===== config.mk =====
export PLATFORM = sky130hd
export DESIGN_NAME = spc2wbm_top
export DESIGN_NICKNAME = d
export VERILOG_FILES = /design/src/common/wb_bus_pkg.sv /design/src/common/pcx_cpx_pkg.sv /design/src/rtl/spc2wbm_top.sv /design/src/rtl/cpx_return.sv /design/src/rtl/wb_access/wb_beat_seq.sv /design/src/rtl/wb_access/wb_access_plan.sv /design/src/rtl/pcx_capture.sv
export VERILOG_INCLUDE_DIRS = /design/src /design/src/common
export SDC_FILE = /design/constraint.sdc
export NUM_CORES = 1
export LEC_CHECK = 0
export BUFFER_PORTS_ARGS = -buffer_cell sky130_fd_sc_hd__buf_2
export CAP_MARGIN = 20
export CORE_UTILIZATION = 35
export DETAILED_ROUTE_END_ITERATION = 8
export GPL_ROUTABILITY_DRIVEN = 0
export HOLD_SLACK_MARGIN = 0.06
export PLACE_DENSITY = 0.65
export SLEW_MARGIN = 40
export SYNTH_ARGS = -nofsm -noshare
export SYNTH_HDL_FRONTEND = slang
export SYNTH_SLANG_ARGS = --single-unit

===== constraint.sdc =====
create_clock -name sys_clock_i -period 8.5 [get_ports sys_clock_i]
set_clock_uncertainty 0.2 [all_clocks]
set_input_delay 0.425 -clock sys_clock_i [delete_from_list [all_inputs] [get_ports sys_clock_i]]
set_output_delay 0.425 -clock sys_clock_i [all_outputs]
set_load 0.1 [all_outputs]

===== src/common/spc2wbm_cfg.svh =====
// SPC to Wishbone bridge configuration
// Bus widths, PCX/CPX type codes, size codes and wakeup payload
`ifndef SPC2WBM_CFG_SVH
`define SPC2WBM_CFG_SVH

// Bus widths
`define WB_ADDR_W   64
`define WB_DATA_W   64
`define PCX_ADDR_W  40

// Target region, one-hot
`define REGION_W    5
`define REGION_IO   5'b10000  // Boot ROM / I/O block

// PCX request types
`define LOAD_RQ     5'b00000
`define IMISS_RQ    5'b10000
`define STORE_RQ    5'b00001

// CPX return types
`define LOAD_RET    4'b0000
`define IFILL_RET   4'b0001
`define ST_ACK      4'b0100
`define INT_RET     4'b0111

// Access sizes
`define SZ_1B       3'b000
`define SZ_2B       3'b001
`define SZ_4B       3'b010
`define SZ_8B       3'b011
`define SZ_16B      3'b111

`define WAKEUP_DATA 128'h10001  // Data field of the wakeup packet

`endif

===== src/common/wb_bus_pkg.sv =====
// Wishbone-side types
// Master request, access plan and assembled read data
`default_nettype none

package wb_bus_pkg;

  `include "spc2wbm_cfg.svh"

  typedef struct packed {
    logic                   cyc;
    logic                   stb;
    logic                   we;
    logic [`WB_ADDR_W-1:0]  adr;
    logic [`WB_DATA_W-1:0]  dat;
    logic [`WB_DATA_W/8-1:0] sel;
  } wb_req_t;

  // Decoded access, one or two beats
  typedef struct packed {
    logic                    we;
    logic [`WB_DATA_W/8-1:0] sel1;      // First beat only
    logic [`WB_ADDR_W-1:0]   adr1;
    logic [`WB_ADDR_W-1:0]   adr2;
    logic [`WB_DATA_W-1:0]   dat;
    logic                    two_beat;
    logic                    hi_first;  // First beat lands in upper half
  } wb_plan_t;

  typedef struct packed {
    logic [2*`WB_DATA_W-1:0] data;
  } wb_done_t;

endpackage

`default_nettype wire


===== src/common/pcx_cpx_pkg.sv =====
// Processor-side types
// PCX request packet, latched request, CPX return packet, return metadata
`default_nettype none

package pcx_cpx_pkg;

  `include "spc2wbm_cfg.svh"

  // PCX packet, 122 bits
  typedef struct packed {
    logic                   valid;
    logic [4:0]             rq_type;
    logic                   nc;       // Non-cacheable
    logic [2:0]             cpu_id;
    logic [1:0]             thread;
    logic                   inv_all;  // Invalidate all
    logic [1:0]             way;      // Replaced L1 way
    logic [2:0]             size;
    logic [`PCX_ADDR_W-1:0] addr;
    logic [63:0]            data;     // Store data
  } pcx_packet_t;

  // Request as held by the capture block
  typedef struct packed {
    logic [`REGION_W-1:0] region;     // One-hot target
    logic                 atomic;
    pcx_packet_t          pkt;
  } pcx_req_t;

  // CPX packet, 145 bits
  typedef struct packed {
    logic         valid;
    logic [3:0]   rtn_type;
    logic         miss;       // L2 miss
    logic [1:0]   err;
    logic         nc;
    logic [1:0]   thread;
    logic         way_valid;
    logic [1:0]   way;        // Replaced L2 way
    logic         boot_fetch;
    logic         atomic;
    logic         pfl;
    logic [127:0] data;
  } cpx_packet_t;

  // Fields of the return packet known from the request
  typedef struct packed {
    logic [3:0] rtn_type;
    logic       nc;
    logic [1:0] thread;
    logic       boot_fetch;
    logic       atomic;
  } ret_meta_t;

endpackage

`default_nettype wire


===== src/rtl/spc2wbm_top.sv =====
// SPC to Wishbone master bridge
// PCX requests in, 64-bit Wishbone accesses out, CPX returns back to the core
// One request in flight, held off by the stall request
`default_nettype none

`include "spc2wbm_cfg.svh"

module spc2wbm_top (
  input  wire                         sys_clock_i,
  input  wire                         sys_reset_i,
  input  wire [`REGION_W-1:0]         spc_req_i,
  input  wire                         spc_atom_i,
  input  wire pcx_cpx_pkg::pcx_packet_t spc_packetout_i,
  output logic [`REGION_W-1:0]        spc_grant_o,
  output logic                        spc_stallreq_o,
  output logic                        spc_ready_o,
  output pcx_cpx_pkg::cpx_packet_t    spc_packetin_o,
  output wb_bus_pkg::wb_req_t         wbm_req_o,
  input  wire                         wbm_ack_i,
  input  wire [`WB_DATA_W-1:0]        wbm_data_i
);

  import pcx_cpx_pkg::*;
  import wb_bus_pkg::*;

  pcx_req_t  req;        // Latched request
  logic      start;      // Access kick-off strobe
  wb_plan_t  plan;
  ret_meta_t meta;
  logic      done;       // Last ack seen
  wb_done_t  done_data;

  pcx_capture u_capture (
    .sys_clock_i     (sys_clock_i),
    .sys_reset_i     (sys_reset_i),
    .spc_req_i       (spc_req_i),
    .spc_atom_i      (spc_atom_i),
    .spc_packetout_i (spc_packetout_i),
    .done_i          (done),
    .spc_grant_o     (spc_grant_o),
    .spc_stallreq_o  (spc_stallreq_o),
    .start_o         (start),
    .req_o           (req)
  );

  wb_access_plan u_plan (
    .req_i  (req),
    .plan_o (plan),
    .meta_o (meta)
  );

  wb_beat_seq u_seq (
    .sys_clock_i (sys_clock_i),
    .sys_reset_i (sys_reset_i),
    .start_i     (start),
    .plan_i      (plan),
    .wbm_ack_i   (wbm_ack_i),
    .wbm_data_i  (wbm_data_i),
    .wbm_req_o   (wbm_req_o),
    .done_o      (done),
    .done_data_o (done_data)
  );

  cpx_return u_return (
    .sys_clock_i    (sys_clock_i),
    .sys_reset_i    (sys_reset_i),
    .done_i         (done),
    .done_data_i    (done_data),
    .meta_i         (meta),
    .spc_ready_o    (spc_ready_o),
    .spc_packetin_o (spc_packetin_o)
  );

endmodule

`default_nettype wire


===== src/rtl/cpx_return.sv =====
// CPX return path
// Sends the wakeup packet once after reset, then one return packet per access
// Packet output reads zero when ready is low
`default_nettype none

`include "spc2wbm_cfg.svh"

module cpx_return (
  input  wire                           sys_clock_i,
  input  wire                           sys_reset_i,
  input  wire                           done_i,
  input  wire wb_bus_pkg::wb_done_t     done_data_i,
  input  wire pcx_cpx_pkg::ret_meta_t   meta_i,
  output logic                          spc_ready_o,
  output pcx_cpx_pkg::cpx_packet_t      spc_packetin_o
);

  import pcx_cpx_pkg::*;

  logic        wake_pend_q;  // Wakeup not yet sent
  cpx_packet_t wake_pkt;
  cpx_packet_t ret_pkt;

  // Interrupt return with the wakeup code, all else zero
  always_comb begin
    wake_pkt          = '0;
    wake_pkt.valid    = 1'b1;
    wake_pkt.rtn_type = `INT_RET;
    wake_pkt.data     = `WAKEUP_DATA;
  end

  always_comb begin
    ret_pkt            = '0;  // Miss, error, way and pfl stay zero
    ret_pkt.valid      = 1'b1;
    ret_pkt.rtn_type   = meta_i.rtn_type;
    ret_pkt.nc         = meta_i.nc;
    ret_pkt.thread     = meta_i.thread;
    ret_pkt.boot_fetch = meta_i.boot_fetch;
    ret_pkt.atomic     = meta_i.atomic;
    ret_pkt.data       = done_data_i.data;
  end

  always_ff @(posedge sys_clock_i) begin
    if (sys_reset_i) begin
      wake_pend_q    <= 1'b1;
      spc_ready_o    <= 1'b0;
      spc_packetin_o <= '0;
    end else if (wake_pend_q) begin
      wake_pend_q    <= 1'b0;
      spc_ready_o    <= 1'b1;  // First cycle after reset
      spc_packetin_o <= wake_pkt;
    end else if (done_i) begin
      spc_ready_o    <= 1'b1;
      spc_packetin_o <= ret_pkt;
    end else begin
      spc_ready_o    <= 1'b0;
      spc_packetin_o <= '0;
    end
  end

  // Each return is a single ready pulse
  a_ready_pulse: assert property (@(posedge sys_clock_i) disable iff (sys_reset_i)
    spc_ready_o |=> !spc_ready_o);

endmodule

`default_nettype wire


===== src/rtl/wb_access/wb_beat_seq.sv =====
// Wishbone beat sequencer
// Runs one or two classic single-beat cycles and assembles 128 bits of read data
// Second beat starts one cycle after the first ack
`default_nettype none

`include "spc2wbm_cfg.svh"

module wb_beat_seq (
  input  wire                       sys_clock_i,
  input  wire                       sys_reset_i,
  input  wire                       start_i,
  input  wire wb_bus_pkg::wb_plan_t plan_i,
  input  wire                       wbm_ack_i,
  input  wire [`WB_DATA_W-1:0]      wbm_data_i,
  output wb_bus_pkg::wb_req_t       wbm_req_o,
  output logic                      done_o,
  output wb_bus_pkg::wb_done_t      done_data_o
);

  import wb_bus_pkg::*;

  typedef enum logic [1:0] {
    ST_IDLE,
    ST_BEAT1,
    ST_GAP,    // Idle cycle between beats
    ST_BEAT2
  } seq_state_t;

  seq_state_t state_q;
  wb_req_t    wb_q;
  wb_done_t   data_q;

  always_ff @(posedge sys_clock_i) begin
    if (sys_reset_i) begin
      state_q <= ST_IDLE;
      wb_q    <= '0;      // Bus outputs low after reset
      done_o  <= 1'b0;
    end else begin
      done_o <= 1'b0;
      case (state_q)
        ST_IDLE: begin
          if (start_i) begin
            wb_q.cyc <= 1'b1;
            wb_q.stb <= 1'b1;
            wb_q.we  <= plan_i.we;
            wb_q.adr <= plan_i.adr1;
            wb_q.dat <= plan_i.dat;
            wb_q.sel <= plan_i.sel1;
            state_q  <= ST_BEAT1;
          end
        end
        ST_BEAT1: begin
          if (wbm_ack_i) begin
            wb_q.cyc <= 1'b0;
            wb_q.stb <= 1'b0;
            if (plan_i.two_beat) begin
              state_q <= ST_GAP;
            end else begin
              done_o  <= 1'b1;
              state_q <= ST_IDLE;
            end
          end
        end
        ST_GAP: begin
          // Second beat is always a full-width read
          wb_q.cyc <= 1'b1;
          wb_q.stb <= 1'b1;
          wb_q.we  <= 1'b0;
          wb_q.adr <= plan_i.adr2;
          wb_q.dat <= '0;
          wb_q.sel <= '1;
          state_q  <= ST_BEAT2;
        end
        ST_BEAT2: begin
          if (wbm_ack_i) begin
            wb_q.cyc <= 1'b0;
            wb_q.stb <= 1'b0;
            done_o   <= 1'b1;
            state_q  <= ST_IDLE;
          end
        end
        default: state_q <= ST_IDLE;
      endcase
    end
  end

  // Read data capture, data path only
  always_ff @(posedge sys_clock_i) begin
    if (state_q == ST_BEAT1 && wbm_ack_i) begin
      if (wb_q.we)
        data_q.data <= '0;  // Store ack carries no data
      else if (plan_i.hi_first)
        data_q.data <= {wbm_data_i, {`WB_DATA_W{1'b0}}};
      else
        data_q.data <= {{`WB_DATA_W{1'b0}}, wbm_data_i};
    end else if (state_q == ST_BEAT2 && wbm_ack_i) begin
      data_q.data[`WB_DATA_W-1:0] <= wbm_data_i;  // Odd doubleword
    end
  end

  assign wbm_req_o   = wb_q;
  assign done_data_o = data_q;

  a_stb_cyc: assert property (@(posedge sys_clock_i) disable iff (sys_reset_i)
    wb_q.stb |-> wb_q.cyc);

endmodule

`default_nettype wire


===== src/rtl/wb_access/wb_access_plan.sv =====
// Wishbone access planner
// Turns the latched request into beat addresses, byte selects, write enable
// and the metadata of the return packet
`default_nettype none

`include "spc2wbm_cfg.svh"

module wb_access_plan (
  input  wire pcx_cpx_pkg::pcx_req_t req_i,
  output wb_bus_pkg::wb_plan_t       plan_o,
  output pcx_cpx_pkg::ret_meta_t     meta_o
);

  import pcx_cpx_pkg::*;
  import wb_bus_pkg::*;

  logic [`PCX_ADDR_W-1:0] addr;
  logic [4:0]             rq;
  logic                   is_load;
  logic                   is_store;
  logic                   is_imiss;
  logic [7:0]             size_sel;

  assign addr     = req_i.pkt.addr;
  assign rq       = req_i.pkt.rq_type;
  assign is_load  = (rq == `LOAD_RQ);
  assign is_store = (rq == `STORE_RQ);
  assign is_imiss = (rq == `IMISS_RQ);

  // Byte lanes from size and low address bits
  always_comb begin
    case (req_i.pkt.size)
      `SZ_1B:  size_sel = 8'h01 << addr[2:0];
      `SZ_2B:  size_sel = 8'h03 << {addr[2:1], 1'b0};
      `SZ_4B:  size_sel = 8'h0f << {addr[2], 2'b00};
      `SZ_8B:  size_sel = 8'hff;
      `SZ_16B: size_sel = 8'hff;  // Both beats full width
      default: size_sel = 8'h00;
    endcase
  end

  always_comb begin
    plan_o.we       = is_store;
    // Boot ROM fill reads one 32-bit word on the first beat
    plan_o.sel1     = is_imiss ? (8'h0f << {addr[2], 2'b00}) : size_sel;
    plan_o.adr1     = {req_i.region, 19'b0, addr[`PCX_ADDR_W-1:3], 3'b000};
    plan_o.adr2     = {req_i.region, 19'b0, addr[`PCX_ADDR_W-1:4], 4'b1000};  // Odd doubleword
    plan_o.dat      = req_i.pkt.data;
    plan_o.two_beat = is_imiss || (is_load && req_i.pkt.size == `SZ_16B);
    plan_o.hi_first = ~addr[3];  // Even doubleword goes to data[127:64]
  end

  always_comb begin
    meta_o.rtn_type   = `LOAD_RET;
    meta_o.atomic     = req_i.atomic;
    if (is_imiss) begin
      meta_o.rtn_type = `IFILL_RET;
      meta_o.atomic   = 1'b0;       // Would mean second fill packet
    end else if (is_store) begin
      meta_o.rtn_type = `ST_ACK;
    end
    meta_o.nc         = req_i.pkt.nc;
    meta_o.thread     = req_i.pkt.thread;
    meta_o.boot_fetch = (req_i.region == `REGION_IO);
  end

endmodule

`default_nettype wire


===== src/rtl/pcx_capture.sv =====
// PCX request capture
// Stalls the core on a request, grants it, latches region, atomic bit and packet
`default_nettype none

`include "spc2wbm_cfg.svh"

module pcx_capture (
  input  wire                           sys_clock_i,
  input  wire                           sys_reset_i,
  input  wire [`REGION_W-1:0]           spc_req_i,
  input  wire                           spc_atom_i,
  input  wire pcx_cpx_pkg::pcx_packet_t spc_packetout_i,
  input  wire                           done_i,
  output logic [`REGION_W-1:0]          spc_grant_o,
  output logic                          spc_stallreq_o,
  output logic                          start_o,
  output pcx_cpx_pkg::pcx_req_t         req_o
);

  import pcx_cpx_pkg::*;

  typedef enum logic [1:0] {
    ST_IDLE,
    ST_GRANT,  // Region latched, packet arrives this cycle
    ST_BUSY    // Access running
  } cap_state_t;

  cap_state_t state_q;
  pcx_req_t   req_q;

  always_ff @(posedge sys_clock_i) begin
    if (sys_reset_i) begin
      state_q        <= ST_IDLE;
      spc_stallreq_o <= 1'b0;
      spc_grant_o    <= '0;
      start_o        <= 1'b0;
    end else begin
      case (state_q)
        ST_IDLE: begin
          if (|spc_req_i) begin
            spc_stallreq_o <= 1'b1;          // Hold off further requests
            req_q.region   <= spc_req_i;
            req_q.atomic   <= spc_atom_i;
            state_q        <= ST_GRANT;
          end
        end
        ST_GRANT: begin
          req_q.pkt   <= spc_packetout_i;    // Core holds packet one cycle after request
          spc_grant_o <= req_q.region;
          start_o     <= 1'b1;
          state_q     <= ST_BUSY;
        end
        ST_BUSY: begin
          spc_grant_o <= '0;                 // Single-cycle grant
          start_o     <= 1'b0;
          if (done_i) begin
            spc_stallreq_o <= 1'b0;          // Falls with ready
            state_q        <= ST_IDLE;
          end
        end
        default: state_q <= ST_IDLE;
      endcase
    end
  end

  assign req_o = req_q;

  // Packet and start strobe line up, so check the core's request at start
  a_rq_type: assert property (@(posedge sys_clock_i) disable iff (sys_reset_i)
    start_o |-> req_q.pkt.valid && (req_q.pkt.rq_type inside {`LOAD_RQ, `STORE_RQ, `IMISS_RQ}));

  a_imiss_io: assert property (@(posedge sys_clock_i) disable iff (sys_reset_i)
    start_o && req_q.pkt.rq_type == `IMISS_RQ |-> req_q.region == `REGION_IO);

  a_16b_load: assert property (@(posedge sys_clock_i) disable iff (sys_reset_i)
    start_o && req_q.pkt.size == `SZ_16B |-> req_q.pkt.rq_type == `LOAD_RQ);

endmodule

`default_nettype wire


Word-level counts from Yosys, hierarchy flattened --
Cells that the tools add are included.
Word-level totals: register bits 547, output and inout port bits 291
Operators by class: equal/unequal tests 18, shifts and indexed selects 3, muxes and demuxes 34, bitwise logic cells 2, reductions and logical operators 26
Operator list (number):
- $mux 145 | 2
- $pmux 137 s2 | 1
- $mux 64 | 4
- $mux 139 | 1
- $pmux 8 s4 | 1
- $mux 2 | 6
- $pmux 2 s3 | 2
- $eq 5x5->1 const B | 2
- $pmux 5 s2 | 1
- $mux 1 | 9
- $reduce_and 3->1 | 3
- $mux 8 | 1
- $pmux 2 s4 | 1
- $reduce_and 2->1 | 4
- $reduce_bool 2->1 | 4
- $reduce_or 2->1 | 4
- $shl 1x3->8 const A | 1
- $shl 2x3->8 const A | 1
- $shl 4x3->8 const A | 1
- $eq 2x2->1 const B | 3
- $eq 3x2->1 const B | 2
- $ne 2x1->1 const B | 3
- $ne 2x2->1 const B | 3
- $pmux 1 s2 | 3
- other kinds (15) | 20

Logic depth before layout (Yosys ltp) --
Gate-level depths: netlist (run 1).
depth after elaboration 6, mapped depth 7, depth with buffers taken out 6

Hierarchy --
From an unflattened synthesis (run 1), not the netlist that was laid out.
Unflattened totals: cell total of the unflattened synthesis 1565, area total of the unflattened synthesis 20254.4 µm²
By module, submodules not included:
- wb_beat_seq | instances 1, cells an instance 831, area each 10294.9 µm²
- pcx_capture | instances 1, cells an instance 182, area each 4312.9 µm²
- cpx_return | instances 1, cells an instance 307, area each 3871.2 µm²
- wb_access_plan | instances 1, cells an instance 245, area each 1775.5 µm²

Worst setup path before layout (run 1) --
No wires, ideal clock.
path kind input -> register, from in sys_reset_i, to reg u_capture.req_q (netlist bit u_capture.req_o[0]), enable pin, library setup time 0.605 ns, arrival 5.882 ns, setup slack 1.814 ns, stages on the path 3, buffers on the path 2, cell sequence clkbuf_1 buf_2 nor2b_1
Between the ends: word-level cells in the longest chain between the ends 2
Ends and longest elaborated chain:
- from (decl) | RTL line spc2wbm_top.sv:10 | input wire sys_reset_i,
- $not 1->1 (no source line)
- $reduce_and 2->1 (no source line)
- to (decl) | RTL line pcx_capture.sv:29 | pcx_req_t req_q;
Every way passes these cells. A chain may end at the register's enable or synchronous reset.

Worst setup path in the final report (run 1) --
from reg u_capture.state_q[1], to reg u_capture.req_q (netlist bit u_capture.req_o[97]), enable pin
Between the ends: word-level cells in the longest chain between the ends 2
Ends and longest elaborated chain:
- from (decl) | RTL line pcx_capture.sv:28 | cap_state_t state_q;
- from (signal assigned) | RTL line pcx_capture.sv:33 | state_q <= ST_IDLE;
- from (signal assigned) | RTL line pcx_capture.sv:44 | state_q <= ST_GRANT;
- from (signal assigned) | RTL line pcx_capture.sv:51 | state_q <= ST_BUSY;
- $eq 2x1->1 | RTL line pcx_capture.sv:38 | case (state_q)
- $reduce_and 2->1 (no source line)
Every way passes these cells.

==> impl_metrics.json, run 1 <==
{
  "port_buffers": 448,
  "fmax_mhz": 349,
  "totalNegativeSetupSlack_ps": 0,
  "p_leak_uw": 0.00988,
  "grt_max_degree": 130,
  "worstMarginPinSlew_ps": 794,
  "die_x_um": 222,
  "cts_buffer_depth": 3,
  "die_h_um": 222,
  "synth-simple-area-share_pct": 15.0,
  "ys_ff_latch": 515,
  "clkSinkCount": 515,
  "p_total_uw": 6590,
  "fin_crit_sh_pct": 33.8,
  "synthAdderAreaFrac_pct": 0.369,
  "cts_resized": 0,
  "seqPwrFrac_pct": 43.7,
  "io_pins": 486,
  "synth_top_family_by_area": "simple AND/OR/NAND/NOR gates",
  "num_rows": 80,
  "critPathLaunchType": "flop",
  "drc": 0,
  "layout_setup_ws_ps": 5630,
  "fin_cells": 2540,
  "synthFlopType": "dfxtp_1",
  "combPwrFrac_pct": 19.5,
  "antenna_found_initial": 3,
  "power_frac_clock_pct": 36.8,
  "grt_overflow": 0,
  "grt_pass1_wl_mm": 63.0,
  "nNetsFinal": 2079,
  "worstSetupPathType": "flop to flop",
  "synth_warnings": 0,
  "dp.cells": 2254,
  "start_util_pct": 35.5,
  "finalMaxSlewViolations": 0,
  "drtPass1Iterations": 6,
  "crit_required_ps": 8510,
  "synthXorXnorAreaFrac_pct": 0,
  "pre_cts_slack_ps": 5370,
  "ctsHtreeMaxLevel": 2,
  "synthToLayoutAreaGrowth_pct": 38.2,
  "grt_usage_pct": 16.3,
  "dpl.hpwl_mm": 25.0,
  "synth_area_leader_cell": "edfxtp_1",
  "ys_types": 40,
  "clk_latency_ps": 580,
  "synth_compound_area_share_pct": 5.70,
  "vias_per_cell": 4.47,
  "ys_seq_area_share_pct": 75.6,
  "path_clk_slew_ps": 60,
  "synth_edf_count": 249,
  "wl_mm": 41.0,
  "p_switching_uw": 2060,
  "die_area_sq_um": 49300,
  "relSlewSlack_pct": 46.9,
  "avgSynthCellArea_sq_um": 13.6,
  "critical_path.endpoint_type": "flop",
  "vias": 11400,
  "drtIter0Drc": 584,
  "syn_inst": 1249,
  "nFillCells": 4090,
  "cap_violations": 0,
  "drive_above_1_share_pct": 28.9,
  "arrival_ps": 2880,
  "grt_pass1_vias": 11500,
  "async_flop_share_pct": 0,
  "cts_tree": "done",
  "netSwitchingFraction_pct": 31.3,
  "p_per_area_nw_per_um2": 281,
  "vdd_drop_max_mv": 0.191,
  "syn_area_sq_um": 16900,
  "wire_per_inst_um": 16.1,
  "path_max_fanout": 71,
  "synth_area_leaders": "edfxtp_1 (44%), dfxtp_1 (31%), and2_1 (7.1%)",
  "p_int_uw": 4530,
  "fin_crit_ps": 2870,
  "cts_buffers": 53,
  "yosysTopAreaCellShare_pct": 44.1,
  "rsz0062_at_grt": "no",
  "finalSetupViolCount": 0,
  "hp-class": "input port to flop",
  "hold_ws_ps": 120,
  "status": "finished, final reports clean",
  "synthMuxAreaShare_pct": 0.118,
  "core_area_sq_um": 47700,
  "hold_viol": 0,
  "drtAntennaViolNets": 0,
  "postCtsSetupBuffers": 0,
  "cts-root-buf": "clkbuf_16"
}
## layer usage
metal	share of wire [%]	GRT usage, %
met5	0.032	0
met4	2.3	4.77
met3	7.2	5.41
met2	50	28.4
met1	41	18.9
## state kept, by name, summed over array words and instances (netlist names), named ones only
register                  cells
u_capture.state_q             2
u_seq.done_data_o           128
u_capture.spc_stallreq_o      1
u_seq.wbm_req_o             116
u_capture.start_o             1
u_seq.state_q                 1
u_capture.spc_grant_o         5
u_capture.req_o             121
u_seq.done_o                  1
u_return.wake_pend_q          1
u_return.spc_packetin_o     137
## cells in the mapped netlist (all sizes together) (3+ instances only)
library cell,number
a211oi,5
a21oi,53
a22oi,64
a31oi,5
and2,193
buf,55
clkbuf,43
dfxtp,266
edfxtp,249
ha,5
inv,11
nand2,88
nand2b,7
nand3,9
nor2,86
nor2b,68
nor3,8
o211a,4
o21ai,6
o21bai,3
o22ai,3
## layout by cell type, fill, tap and decap left out, drive strengths merged, types with 3 or more instances in the layout
cell         synthesis  final
clkinvlp             0      3
edfxtp             249    249
buf                 55    459
a31oi                5      5
ha                   5      5
a21oi               53     53
nor2b               68     68
a211oi               5      5
and2               193    193
inv                 11     17
o21bai               3      3
conb                 1     30
nand2               88     88
nor2                86     86
dfxtp              266    266
nand3                9      9
o22ai                3      3
o211a                4      4
dlygate4sd3          0    185
clkinv               0     12
a22oi               64     64
nand2b               7      7
clkbuf              43     71
bufinv               0      7
nor3                 8      8
o21ai                6      6
## layout make-up
class / count / area, sq um / area share, %
Inverter: 11 / 41.3 / 0.176
Sequential cell: 515 / 12800 / 54.7
Timing Repair Buffer: 644 / 4200 / 17.9
Multi-Input combinational cell: 654 / 3750 / 16.0
Clock inverter: 28 / 338 / 1.44
Tap cell: 615 / 769 / 3.29
Antenna cell: 2 / 5.00 / 0.0214
Clock buffer: 71 / 1510 / 6.44
## power by group through the flow
| stage | Combinational (uW) | Clock (uW) | Sequential [uW] |
|---|---|---|---|
| after floorplan | 372 | 0 | 3540 |
| after global placement | 1200 | 0 | 2920 |
| after detailed placement | 1220 | 0 | 2930 |
| after CTS | 1290 | 2480 | 2880 |
| after global routing | 1350 | 2580 | 2890 |
| final | 1290 | 2430 | 2880 |
## stage by stage
stage	instance area, sq um	utilization, %
floorplan	17100	-
global placement	19700	41.2
detailed placement	19700	41.3
CTS	23400	49.0
global route	23400	49.0
finish	23400	49.0
## timing repair
action | 4_1_cts | 5_1_grt
hold endpoints to repair | 250 | 0
hold buffers | 185 | 0
endpoints found under the setup margin | 0 | 0
## cells by family (layout without fill, tap and decap cells)
kind of cell,after synthesis,after routing
and+or+nand+nor,471,471
DFF,515,515
AOI/OAI and AO/OA,146,146
adders and majority gates,5,5
buffers and inverters,109,754
other,1,32
muxes,2,2
## worst paths after layout
kind         depth (start not counted)             startpoint  slack [ps]                          end
max reg2reg                          5   u_capture.state_q[1]        5630          u_capture.req_o[97]
min reg2reg                          1  u_seq.done_data_o[34]         230  u_return.spc_packetin_o[34]
max                                  5   u_capture.state_q[1]        5630          u_capture.req_o[97]
min                                  1            sys_reset_i         120         u_return.wake_pend_q
## critical path, cell delays in order (launching register included)
cell and delay, ps:
dfxtp_1 320, inv_1 120, ha_1 160, nor2b_4 570, buf_4 450, buf_6 570
(Power assumes the default switching activity.)
==> inputs of run 2 (changes only) <==
--- a/config.mk
+++ b/config.mk
@@ -12,7 +12,7 @@
 export DETAILED_ROUTE_END_ITERATION = 8
 export GPL_ROUTABILITY_DRIVEN = 0
 export HOLD_SLACK_MARGIN = 0.06
-export PLACE_DENSITY = 0.65
+export PLACE_DENSITY = 0.67
 export SLEW_MARGIN = 40
 export SYNTH_ARGS = -nofsm -noshare
 export SYNTH_HDL_FRONTEND = slang
==> constraint.sdc (replaced) <==
create_clock -name sys_clock_i -period 2.6 [get_ports sys_clock_i]
set_clock_uncertainty 0.2 [all_clocks]
set_input_delay 0.13 -clock sys_clock_i [delete_from_list [all_inputs] [get_ports sys_clock_i]]
set_output_delay 0.13 -clock sys_clock_i [all_outputs]
set_load 0.1 [all_outputs]
==> run 2 against run 1 <==
Effect of this change: sequential share of layout area fell by 2.5 points; register-to-register slack got worse by 5000 ps; final cell count rose by 4.8%; power rose to 3.2 times the previous value; first-iteration DRC count rose by 12%; wire length rose by 9.3%; flip-flop and latch count did not move; clock-buffer cell count rose by 5; combinational power rose to 3.5 times the previous value; sequential power rose to 3.3 times the previous value; design area rose by 4.9%; clock power rose to 3.0 times the previous value.
==> impl_metrics.json, run 2 (synthesized netlist as in run 1, its figures left out) <==
{
  "status": "finished, final reports clean",
  "totalNegativeSetupSlack_ps": 0,
  "cp_num_buf_inv": 1,
  "max_stage_delay_ps": 660,
  "antenna_found_initial": 3,
  "dpl.hpwl_mm": 25.1,
  "final_cell_area_sq_um": 24600,
  "wl_mm": 44.8,
  "hold_ws_ps": 98.4,
  "critical_path.endpoint_type": "flop",
  "clkSinkCount": 515,
  "synthToLayoutAreaGrowth_pct": 45.0,
  "nNetsFinal": 2205,
  "critPathLaunchType": "flop",
  "postPlaceCellArea_sq_um": 19900,
  "power_frac_clock_pct": 34.3,
  "grt_pass1_wl_mm": 67.9,
  "core_area_sq_um": 47700,
  "grt_overflow": 0,
  "relSlewSlack_pct": 48.1,
  "largest_reg_flops": 137,
  "wire_per_inst_um": 16.8,
  "port_buffers": 448,
  "cts_tree": "done",
  "finalSetupViolCount": 0,
  "grt_usage_pct": 17.5,
  "hp-class": "input port to flop",
  "clk_latency_ps": 580,
  "drtPass1Iterations": 5,
  "drtIter0Drc": 652,
  "die_h_um": 222,
  "drc": 0,
  "whs_endpoint": "u_capture.req_o[115]",
  "p_leak_uw": 0.0104,
  "cts-root-buf": "clkbuf_16",
  "fin_cells": 2663,
  "ff2ff_setup_slack_ps": 600,
  "timing.rr.end": "u_seq.wbm_req_o[20]",
  "netSwitchingFraction_pct": 32.1,
  "ctsHtreeMaxLevel": 2,
  "cap_violations": 0,
  "vias_per_cell": 4.56,
  "layout_commonest_cell": "buf_2",
  "crit_required_ps": 2830,
  "grt_max_degree": 109,
  "rr_worst_depth": 4,
  "fin_crit_sh_pct": 77.1,
  "crit_chain": "o21bai_4 > buf_12 > a22oi_1 > nor2_1",
  "drive_above_1_share_pct": 27.5,
  "worstSetupPathType": "flop to flop",
  "worstHoldPathCells": 2,
  "dp.cells": 2263,
  "seqPwrFrac_pct": 44.6,
  "die_x_um": 222,
  "path_max_fanout": 106,
  "worstMarginPinSlew_ps": 771,
  "rsz0062_at_grt": "no",
  "num_rows": 80,
  "start_util_pct": 35.5,
  "p_switching_uw": 6790,
  "grt_pass1_vias": 12400,
  "vdd_drop_max_mv": 0.726,
  "p_total_uw": 21100,
  "hold_viol": 0,
  "arrival_ps": 2230,
  "combPwrFrac_pct": 21.1,
  "finalMaxSlewViolations": 0,
  "cpMaxStageDelayCell": "dfxtp_1",
  "vias": 12200,
  "fin_crit_ps": 2000,
  "die_area_sq_um": 49300,
  "fmax_mhz": 499,
  "cts_buffer_depth": 3,
  "largest_register": "u_return.spc_packetin_o",
  "p_per_area_nw_per_um2": 860,
  "cts_buffers": 52,
  "hp-start": "spc_packetout_i[115]",
  "p_int_uw": 14300,
  "path_clk_slew_ps": 70,
  "io_pins": 486,
  "crit_family": "flip-flops",
  "final_cell_mix": "buf_2 (447), dlygate4sd3_1 (303), dfxtp_1 (264), edfxtp_1 (249), and2_1 (193)",
  "drtAntennaViolNets": 0
}
-- run 2: cell types whose count changed in the layout (fill, tap and decap cells not counted), moves of 3 or more --
cell and delta:
dlygate4sd3_1 +118, buf_12 +9, buf_4 +6, buf_6 -6, bufinv_16 -5, clkbuf_1 +5
clkbuf_16 -4, clkbuf_8 +4, clkinv_1 -3, inv_6 +3
-- run 2: power groups by stage --
stage,Combinational [uW],Sequential (uW),Clock (uW)
finish,4460,9430,7250
global route,4660,9480,7770
CTS,4430,9400,7410
detailed placement,4070,9570,0
global placement,4020,9540,0
floorplan,1220,11500,0
-- run 2: worst max-delay path by stage --
stage               depth (start not counted)  slack [ps]                   to
floorplan                                   3        -270   u_capture.req_o[0]
global placement                            4         670  u_capture.req_o[63]
detailed placement                          4         630  u_capture.req_o[63]
CTS                                         4         640  u_capture.req_o[63]
global route                                4         560  u_seq.wbm_req_o[20]
finish                                      4         600  u_seq.wbm_req_o[20]
-- run 2: final cells by class --
type / instances / area (sq um)
clock inverters: 19 / 165
inverters: 11 / 41.3
flip-flops and latches: 515 / 12800
repair buffers: 771 / 5540
well taps: 615 / 769
diodes: 2 / 5.00
multi-input cells: 654 / 3750
fillers: 3881 / 23200
clock buffers: 76 / 1480
-- run 2: per-layer routing --
layer  share of wire [%]  global-route usage (%)
met1                  40                    20.1
met3                 7.1                    4.77
met5               0.029                       0
met4                 2.6                    6.14
met2                  51                    31.0
-- run 2: repair_timing --
item	4_1_cts	5_1_grt
hold buffers	303	0
endpoints found under the hold margin	337	0
buffers inserted	0	0
resized for setup	0	0
setup endpoints to repair	0	0
-- run 2: per-stage QoR --
stage	setup WS (ps)	util, %
2_1_floorplan	-273	-
3_3_place_gp	674	41.6
3_5_place_dp	626	41.6
4_1_cts	637	51.4
5_1_grt	561	51.4
6_report	595	51.4
-- run 2: worst register-to-register path, delay by kind of cell (launching register included) --
family | cells | cell delay (ps)
compound gates | 2 | 690
flops | 1 | 660
buf+inv | 1 | 200
simple gates | 1 | 100
